--- config.mk ---
export PLATFORM = sky130hd
export DESIGN_NAME = rgmii_phy_if
export DESIGN_NICKNAME = d
export VERILOG_FILES = /design/src/hdl/rgmii_pkg.sv /design/src/hdl/rgmii_rx_ddr.sv /design/src/hdl/rgmii_inband_status.sv /design/src/hdl/gmii_rx_framer.sv /design/src/hdl/rgmii_tx_ddr.sv /design/src/hdl/rgmii_phy_if.sv
export SDC_FILE = /design/constraint.sdc
export NUM_CORES = 1
export LEC_CHECK = 0
export BUFFER_PORTS_ARGS = -buffer_cell sky130_fd_sc_hd__buf_4
export CORE_ASPECT_RATIO = 0.9
export CORE_MARGIN = 4
export CORE_UTILIZATION = 47
export DETAILED_ROUTE_END_ITERATION = 10
export PLACE_DENSITY = 0.75
export SYNTH_ARGS = -nofsm -noshare
export SYNTH_HDL_FRONTEND = slang
export SYNTH_SLANG_ARGS = --single-unit
--- constraint.sdc ---
create_clock -name gmii_rxc -period 5.5 [get_ports gmii_rxc]
set_clock_uncertainty 0.05 [all_clocks]
set_input_delay 0.55 -clock gmii_rxc [delete_from_list [all_inputs] [get_ports gmii_rxc]]
set_output_delay 0.55 -clock gmii_rxc [all_outputs]
set_load 0.1 [all_outputs]
--- src/hdl/rgmii_pkg.sv ---
package rgmii_pkg;

	//////////////////////////////////////////////////////////////////////
	// Link speed

	// Same order as bits 2:1 of the in-band status byte
	typedef enum logic [1:0] {
		SPEED_10   = 2'b00,
		SPEED_100  = 2'b01,
		SPEED_1000 = 2'b10,
		SPEED_RSVD = 2'b11
	} gmii_speed_t;

	//////////////////////////////////////////////////////////////////////
	// Receive framer

	// Walk from the gap through the preamble into the payload
	typedef enum logic [1:0] {
		// Waiting for enable to rise
		FR_IDLE     = 2'b00,
		// Inside the preamble, looking for the delimiter
		FR_PREAMBLE = 2'b01,
		// Payload bytes go out through the holding register
		FR_PAYLOAD  = 2'b10,
		// Bad or overlong frame, wait for enable to fall
		FR_DROP     = 2'b11
	} framer_state_t;

	//////////////////////////////////////////////////////////////////////
	// Ethernet preamble

	// Repeated preamble byte ahead of the delimiter
	localparam logic [7:0] PREAMBLE_BYTE = 8'h55;
	// Start-of-frame delimiter
	localparam logic [7:0] SFD_BYTE      = 8'hD5;

endpackage

--- src/hdl/rgmii_rx_ddr.sv ---
`timescale 1ns/1ps

module rgmii_rx_ddr (
	input  logic       gmii_rxc,
	input  logic       rst,
	// RGMII receive pins from the PHY
	input  logic [3:0] rgmii_rxd,
	input  logic       rgmii_rx_ctl,
	// Rebuilt GMII byte stream
	output logic [7:0] gmii_rx_data,
	output logic       gmii_rx_en,
	output logic       gmii_rx_er,
	output logic       gmii_rx_status_ok
);

	//////////////////////////////////////////////////////////////////////
	// Falling-edge half

	// Low nibble and RX_DV half, launched after the rising edge
	logic [3:0] rxd_fall;
	logic       ctl_fall;

	always_ff @(negedge gmii_rxc) begin
		rxd_fall <= rgmii_rxd;
		ctl_fall <= rgmii_rx_ctl;
	end

	//////////////////////////////////////////////////////////////////////
	// Control decode

	// First control half is the data valid flag
	logic rx_dv;
	// Second half carries DV xor ER to keep the line quiet
	logic rx_err_half;
	// Both halves low marks an idle byte with in-band status
	logic rx_idle;

	assign rx_dv       = ctl_fall;
	assign rx_err_half = ctl_fall ^ rgmii_rx_ctl;
	assign rx_idle     = ~ctl_fall & ~rgmii_rx_ctl;

	//////////////////////////////////////////////////////////////////////
	// Rising-edge byte register

	always_ff @(posedge gmii_rxc) begin
		// High nibble is on the pins now, low nibble came half a cycle back
		gmii_rx_data <= {rgmii_rxd, rxd_fall};
		if (rst) begin
			gmii_rx_en        <= 1'b0;
			gmii_rx_er        <= 1'b0;
			gmii_rx_status_ok <= 1'b0;
		end else begin
			gmii_rx_en        <= rx_dv;
			// Error with DV low is a carrier symbol, not a frame error
			gmii_rx_er        <= rx_dv & rx_err_half;
			gmii_rx_status_ok <= rx_idle;
		end
	end

endmodule

--- src/hdl/rgmii_inband_status.sv ---
`timescale 1ns/1ps

module rgmii_inband_status import rgmii_pkg::*; (
	input  logic        gmii_rxc,
	input  logic        rst,
	// Byte stream from the DDR capture
	input  logic [7:0]  gmii_rx_data,
	input  logic        gmii_rx_status_ok,
	// Last status seen in the inter-frame gap
	output logic        link_up,
	output gmii_speed_t link_speed,
	output logic        full_duplex
);

	//////////////////////////////////////////////////////////////////////
	// Status byte fields

	// Bit 0 is link state
	logic        stat_link;
	// Bits 2:1 give the clock rate
	gmii_speed_t stat_speed;
	// Bit 3 is duplex mode
	logic        stat_duplex;

	assign stat_link   = gmii_rx_data[0];
	assign stat_speed  = gmii_speed_t'(gmii_rx_data[2:1]);
	assign stat_duplex = gmii_rx_data[3];

	// Bits 7:4 mirror the low nibble on most PHYs and are ignored

	//////////////////////////////////////////////////////////////////////
	// Status registers

	always_ff @(posedge gmii_rxc) begin
		if (rst) begin
			link_up     <= 1'b0;
			link_speed  <= SPEED_10;
			full_duplex <= 1'b0;
		end else if (gmii_rx_status_ok) begin
			// Only plain idle bytes update the status
			// Frame data and carrier symbols leave it alone
			link_up     <= stat_link;
			link_speed  <= stat_speed;
			full_duplex <= stat_duplex;
		end
	end

	// Speed is reported only
	// The datapath always runs at the single gigabit clock

endmodule

--- src/hdl/gmii_rx_framer.sv ---
`timescale 1ns/1ps

module gmii_rx_framer import rgmii_pkg::*; #(
	parameter logic [15:0] MAX_FRAME_LEN = 16'd1518,
	parameter int          LEN_WIDTH     = 16
) (
	input  logic                 gmii_rxc,
	input  logic                 rst,
	// GMII receive stream
	input  logic [7:0]           gmii_rx_data,
	input  logic                 gmii_rx_en,
	input  logic                 gmii_rx_er,
	// Payload bytes with frame strobes
	output logic [7:0]           rx_data,
	output logic                 rx_valid,
	output logic                 rx_sof,
	output logic                 rx_eof,
	output logic                 rx_err,
	output logic [LEN_WIDTH-1:0] rx_len
);

	// Payload limit at the width of the counter
	localparam logic [LEN_WIDTH-1:0] MAX_LEN = LEN_WIDTH'(MAX_FRAME_LEN);

	framer_state_t state;

	// One byte of lookahead so the end strobe lands on the last byte
	logic [7:0]           hold_data;
	logic                 hold_valid;
	// Sticky error over the payload
	logic                 err_seen;
	// Bytes already sent in this frame
	logic [LEN_WIDTH-1:0] out_count;
	logic [LEN_WIDTH-1:0] count_inc;
	// Held byte is the last one the limit allows
	logic                 at_limit;

	assign count_inc = out_count + 1'b1;
	assign at_limit  = hold_valid && (count_inc == MAX_LEN);

	//////////////////////////////////////////////////////////////////////
	// Framer FSM

	always_ff @(posedge gmii_rxc) begin
		// Strobes last one cycle
		rx_valid <= 1'b0;
		rx_sof   <= 1'b0;
		rx_eof   <= 1'b0;
		rx_err   <= 1'b0;
		if (rst) begin
			state      <= FR_IDLE;
			hold_valid <= 1'b0;
			err_seen   <= 1'b0;
			out_count  <= '0;
		end else begin
			case (state)
				FR_IDLE: begin
					if (gmii_rx_en) begin
						// Frame has to open with a preamble byte
						if (gmii_rx_er || gmii_rx_data != PREAMBLE_BYTE)
							state <= FR_DROP;
						else
							state <= FR_PREAMBLE;
					end
				end

				FR_PREAMBLE: begin
					if (!gmii_rx_en) begin
						// Ended in the preamble, nothing to report
						state <= FR_IDLE;
					end else if (gmii_rx_er) begin
						state <= FR_DROP;
					end else if (gmii_rx_data == SFD_BYTE) begin
						// Delimiter found, start a fresh frame
						state      <= FR_PAYLOAD;
						hold_valid <= 1'b0;
						err_seen   <= 1'b0;
						out_count  <= '0;
					end else if (gmii_rx_data != PREAMBLE_BYTE) begin
						state <= FR_DROP;
					end
				end

				FR_PAYLOAD: begin
					// Held byte goes out once we know what follows it
					if (hold_valid) begin
						rx_valid  <= 1'b1;
						rx_data   <= hold_data;
						rx_sof    <= (out_count == '0);
						rx_len    <= count_inc;
						out_count <= count_inc;
					end
					if (!gmii_rx_en) begin
						// Enable fell so the held byte was the last
						// Empty payload sends nothing
						rx_eof     <= hold_valid;
						rx_err     <= hold_valid & err_seen;
						hold_valid <= 1'b0;
						state      <= FR_IDLE;
					end else if (at_limit) begin
						// Too long, close here and drop the rest
						rx_eof     <= 1'b1;
						rx_err     <= 1'b1;
						hold_valid <= 1'b0;
						state      <= FR_DROP;
					end else begin
						hold_data  <= gmii_rx_data;
						hold_valid <= 1'b1;
						if (gmii_rx_er)
							err_seen <= 1'b1;
					end
				end

				FR_DROP: begin
					// Discard until the gap
					if (!gmii_rx_en)
						state <= FR_IDLE;
				end

				default: state <= FR_IDLE;
			endcase
		end
	end

endmodule

--- src/hdl/rgmii_tx_ddr.sv ---
`timescale 1ns/1ps

module rgmii_tx_ddr (
	input  logic       gmii_rxc,
	input  logic       rst,
	// GMII transmit byte from the MAC
	input  logic [7:0] tx_data,
	input  logic       tx_en,
	input  logic       tx_er,
	// RGMII transmit pins to the PHY
	output logic       rgmii_txc,
	output logic [3:0] rgmii_txd,
	output logic       rgmii_tx_ctl
);

	//////////////////////////////////////////////////////////////////////
	// Rising-edge capture

	logic [7:0] txd_rise;
	// TX_EN for the high clock phase
	logic       ctl_first;
	// EN xor ER for the low clock phase
	logic       ctl_second;

	always_ff @(posedge gmii_rxc) begin
		if (rst) begin
			txd_rise   <= '0;
			ctl_first  <= 1'b0;
			ctl_second <= 1'b0;
		end else begin
			txd_rise   <= tx_data;
			ctl_first  <= tx_en;
			ctl_second <= tx_en ^ tx_er;
		end
	end

	//////////////////////////////////////////////////////////////////////
	// Falling-edge half

	// Second half of the byte, held for the low phase
	logic [3:0] txd_fall;
	logic       ctl_fall;

	always_ff @(negedge gmii_rxc) begin
		if (rst) begin
			txd_fall <= '0;
			ctl_fall <= 1'b0;
		end else begin
			txd_fall <= txd_rise[7:4];
			ctl_fall <= ctl_second;
		end
	end

	//////////////////////////////////////////////////////////////////////
	// Output mux and forwarded clock

	// Clock phase picks the half, as an output DDR register would
	assign rgmii_txd    = gmii_rxc ? txd_rise[3:0] : txd_fall;
	assign rgmii_tx_ctl = gmii_rxc ? ctl_first : ctl_fall;
	assign rgmii_txc    = gmii_rxc;

endmodule

--- src/hdl/rgmii_phy_if.sv ---
`timescale 1ns/1ps

module rgmii_phy_if import rgmii_pkg::*; #(
	parameter logic [15:0] MAX_FRAME_LEN = 16'd1518,
	parameter int          LEN_WIDTH     = 16
) (
	input  logic                 gmii_rxc,
	input  logic                 rst,
	// RGMII receive pins
	input  logic [3:0]           rgmii_rxd,
	input  logic                 rgmii_rx_ctl,
	// GMII transmit side from the MAC
	input  logic [7:0]           tx_data,
	input  logic                 tx_en,
	input  logic                 tx_er,
	// RGMII transmit pins
	output logic                 rgmii_txc,
	output logic [3:0]           rgmii_txd,
	output logic                 rgmii_tx_ctl,
	// Framed receive payload
	output logic [7:0]           rx_data,
	output logic                 rx_valid,
	output logic                 rx_sof,
	output logic                 rx_eof,
	output logic                 rx_err,
	output logic [LEN_WIDTH-1:0] rx_len,
	// In-band link status
	output logic                 link_up,
	output gmii_speed_t          link_speed,
	output logic                 full_duplex
);

	//////////////////////////////////////////////////////////////////////
	// Receive chain

	// GMII byte stream shared by framer and status decoder
	logic [7:0] gmii_rx_data;
	logic       gmii_rx_en;
	logic       gmii_rx_er;
	logic       gmii_rx_status_ok;

	rgmii_rx_ddr i_rgmii_rx_ddr (
		.gmii_rxc          (gmii_rxc),
		.rst               (rst),
		.rgmii_rxd         (rgmii_rxd),
		.rgmii_rx_ctl      (rgmii_rx_ctl),
		.gmii_rx_data      (gmii_rx_data),
		.gmii_rx_en        (gmii_rx_en),
		.gmii_rx_er        (gmii_rx_er),
		.gmii_rx_status_ok (gmii_rx_status_ok)
	);

	rgmii_inband_status i_rgmii_inband_status (
		.gmii_rxc          (gmii_rxc),
		.rst               (rst),
		.gmii_rx_data      (gmii_rx_data),
		.gmii_rx_status_ok (gmii_rx_status_ok),
		.link_up           (link_up),
		.link_speed        (link_speed),
		.full_duplex       (full_duplex)
	);

	gmii_rx_framer #(
		.MAX_FRAME_LEN (MAX_FRAME_LEN),
		.LEN_WIDTH     (LEN_WIDTH)
	) i_gmii_rx_framer (
		.gmii_rxc     (gmii_rxc),
		.rst          (rst),
		.gmii_rx_data (gmii_rx_data),
		.gmii_rx_en   (gmii_rx_en),
		.gmii_rx_er   (gmii_rx_er),
		.rx_data      (rx_data),
		.rx_valid     (rx_valid),
		.rx_sof       (rx_sof),
		.rx_eof       (rx_eof),
		.rx_err       (rx_err),
		.rx_len       (rx_len)
	);

	//////////////////////////////////////////////////////////////////////
	// Transmit encoder

	rgmii_tx_ddr i_rgmii_tx_ddr (
		.gmii_rxc     (gmii_rxc),
		.rst          (rst),
		.tx_data      (tx_data),
		.tx_en        (tx_en),
		.tx_er        (tx_er),
		.rgmii_txc    (rgmii_txc),
		.rgmii_txd    (rgmii_txd),
		.rgmii_tx_ctl (rgmii_tx_ctl)
	);

endmodule

==> run_results.csv <==
group,metric,value,unit
routing,antenna_left,0,
timing,worst_pin_slew,1.06,ns
timing,rsz0062_at_grt,"false",
synth,yosysSeqAreaShare,62.4,%
routing,m1WireLength,2820,µm
clock_tree,clk_pin_slew,0.09,ns
synth,netlist_instances,293,
routing,viasPerCell,5.10,
routing,drtIter0Drc,225,
global_route,track_usage,15.4,%
synth,ys_types,49,
global_route,overflow,0,
cells_and_area,synthToLayoutAreaGrowth,20.7,%
clock_tree,postCtsSetupRepairBufs,0,
placed_design,port_buffers,54,
cells_and_area,fin_util,58.6,%
cells_and_area,layout.nets,372,
routing,wl_per_cell,13.7,µm
placed_design,place.gp.congestion,0.863,
floorplan,die_width,98.1,µm
clock_tree,worstSkewPairLatency,0.52,ns
setup_path,worstPathMaxFanout,1,
routing,dr.max_layer_used,"met4",
routing,drt_wl_total,6160,µm
floorplan,die_h,89.1,µm
synth,yosys_warnings,0,
floorplan,floorplan.initialDensity,48.5,%
synth,syn_avg_cell_area,11.7,µm²
global_route,grt_pass1_wl,10500,µm
synth,ys.flop_type,"dfxtp_1",
timing,setup_viol_count_final,0,
setup_path,end_kind,"output port",
floorplan,num_rows,29,
synth,async_flop_share,0,%
global_route,grt_max_degree,31,
setup_path,cp.arrival,4.04,ns
floorplan,dieArea,8740,µm²
pwr,ir_worst_vdd,0.000366,V
global_route,grt_pass1_vias,2256,
cells_and_area,nFillCells,598,
synth,netlist_area,3430,µm²
cells_and_area,diodes,0,
pwr,powerDensity,371,nW/µm²
min_path,hold-path-cell-count,1,
pwr,total_leakage_power,1.67,nW
job,cap_viol_max_count,0,
routing,wl_met2,2710,µm
routing,detail_route.first_pass.iterations,4,
routing,drc,0,
cells_and_area,drive_gt1_share,24.0,%
clock_tree,cts_tree,"built",
setup_path,ff2ff_path_depth,1,
clock_tree,holdBufCountCts,0,
global_route,antenna_found_initial,0,
synth,synth_edf_count,32,
setup_path,cp.required,4.90,ns
clock_tree,ctsResizeCount,0,
timing,final_max_slew_viol_count,0,
timing,max-slew-margin-rel,29.2,%
placed_design,dp_hpwl,4220,µm
synth,syn-num-nets,313,
floorplan,io_pins,55,
floorplan,core_area,7080,µm²
min_path,min_path_type,"primary input to flip-flop",
setup_path,crit_type,"flip-flop to output port",
run_status,status,"finished clean",
routing,wl_met3,515,µm
synth,ys_ff_latch,91,
timing,fin_tns_setup,0,ns
timing,hold_violations,0,
routing,num_vias,2299,
setup_path,startpoint_type,"flip-flop",
layout by cell type, fill, tap and decap left out, types with 6 or more instances in the layout:
master and count:
dfxtp_1 59, buf_4 54, edfxtp_1 32, nor2_1 20, nor2b_1 18, inv_1 18
clkbuf_8 13, nand2_1 12, a21oi_1 12, xnor2_1 11, o21ai_0 10, nand3_1 8
nand4_1 6, a22o_1 6
state kept, by name (all words and copies together) (netlist names), 4 cells and up:
register and cells:
i_gmii_rx_framer.hold_data 8, i_gmii_rx_framer.out_count 16, i_gmii_rx_framer.rx_data 8, i_gmii_rx_framer.rx_len 16, i_rgmii_rx_ddr.gmii_rx_data 8, i_rgmii_rx_ddr.rxd_fall 4
i_rgmii_tx_ddr.txd_fall 4, i_rgmii_tx_ddr.txd_rise 8
path summary, 6_finish.rpt:
path                                                               from                                      to  slack, ns
worst min-delay path                                       rgmii_rxd[0]  i_rgmii_rx_ddr.gmii_rx_data[4]$_DFF_P_       0.14
worst min register to register  i_gmii_rx_framer.hold_data[7]$_DFFE_PP_   i_gmii_rx_framer.rx_data[7]$_DFFE_PP_       0.38
worst max-delay path              i_rgmii_tx_ddr.txd_fall[0]$_SDFF_NP0_                            rgmii_txd[0]       0.86
worst max register to register          i_rgmii_rx_ddr.ctl_fall$_DFF_N_    i_rgmii_rx_ddr.gmii_rx_er$_SDFF_PP0_       2.07
synth_stat cells, types with 5 or more instances:
master	count	area, µm²
nand4_1	6	37.5
o21ai_0	10	50.1
a21oi_1	12	60.1
nor2b_1	18	113
nor4_1	5	31.3
xor2_1	5	43.8
nand3_1	8	40.0
a22o_1	6	52.6
nor3_1	5	25.0
xnor2_1	11	96.3
edfxtp_1	32	961
clkbuf_1	9	33.8
dfxtp_1	59	1180
mux2_2	5	56.3
buf_2	6	30.0
inv_1	9	33.8
nor2_1	20	75.1
nand2_1	12	45.0
power breakdown:
part / switching, mW / internal, mW / total, mW
Clock: 0.450 / 0.337 / 0.787
Combinational: 0.0206 / 0.0165 / 0.0370
Sequential: 0.00772 / 0.707 / 0.714
Total: 0.478 / 1.06 / 1.54
worst max-delay path, cell delays in order (launching register included):
cell and delay (ns):
dfxtp_1 0.29, mux2_2 0.26, buf_4 0.23
cell families (layout without fill, tap and decap cells):
kind of cell             count (synthesis)  after routing  synth area share (%)
AO/OA/AOI/OAI                           39             39                  7.36
multiplexers                             9              9                  2.81
XOR/XNOR                                17             17                  4.56
buffers and inverters                   28             93                  3.94
AND/OR/NAND/NOR                        106            106                  17.9
flip-flops                              91             91                  62.4
adder cells (fa/ha/maj)                  3              3                  1.09
metal layers:
metal	vias to the layer above	global-route usage (%)
li1	1152	-
met1	1055	19.1
met2	78	22.4
met3	14	6.32
met4	0	9.81
met5	-	0
final cells by class:
cell class / instances / area, µm² / area share, %
sequential: 91 / 2140 / 51.7
timing repair buffer: 48 / 360 / 8.70
clock inverter: 16 / 106 / 2.57
clock buffer: 21 / 231 / 5.59
inverter: 8 / 30.0 / 0.725
tap: 93 / 116 / 2.81
multi-input combinational: 174 / 1160 / 27.9
stage by stage:
step	instances	cell area, µm²	power (mW)	hold WS, ns	worst slack (ns)
after floorplan	293	3430	0.973	0.350	1.39
after global placement	421	3850	0.992	0.351	1.40
after detailed placement	421	3850	0.994	0.355	1.40
after CTS	451	4140	1.56	0.130	0.838
after global routing	451	4140	1.60	0.122	0.817
final	451	4140	1.54	0.142	0.864
No activity file was read; power rests on OpenSTA's default activity.
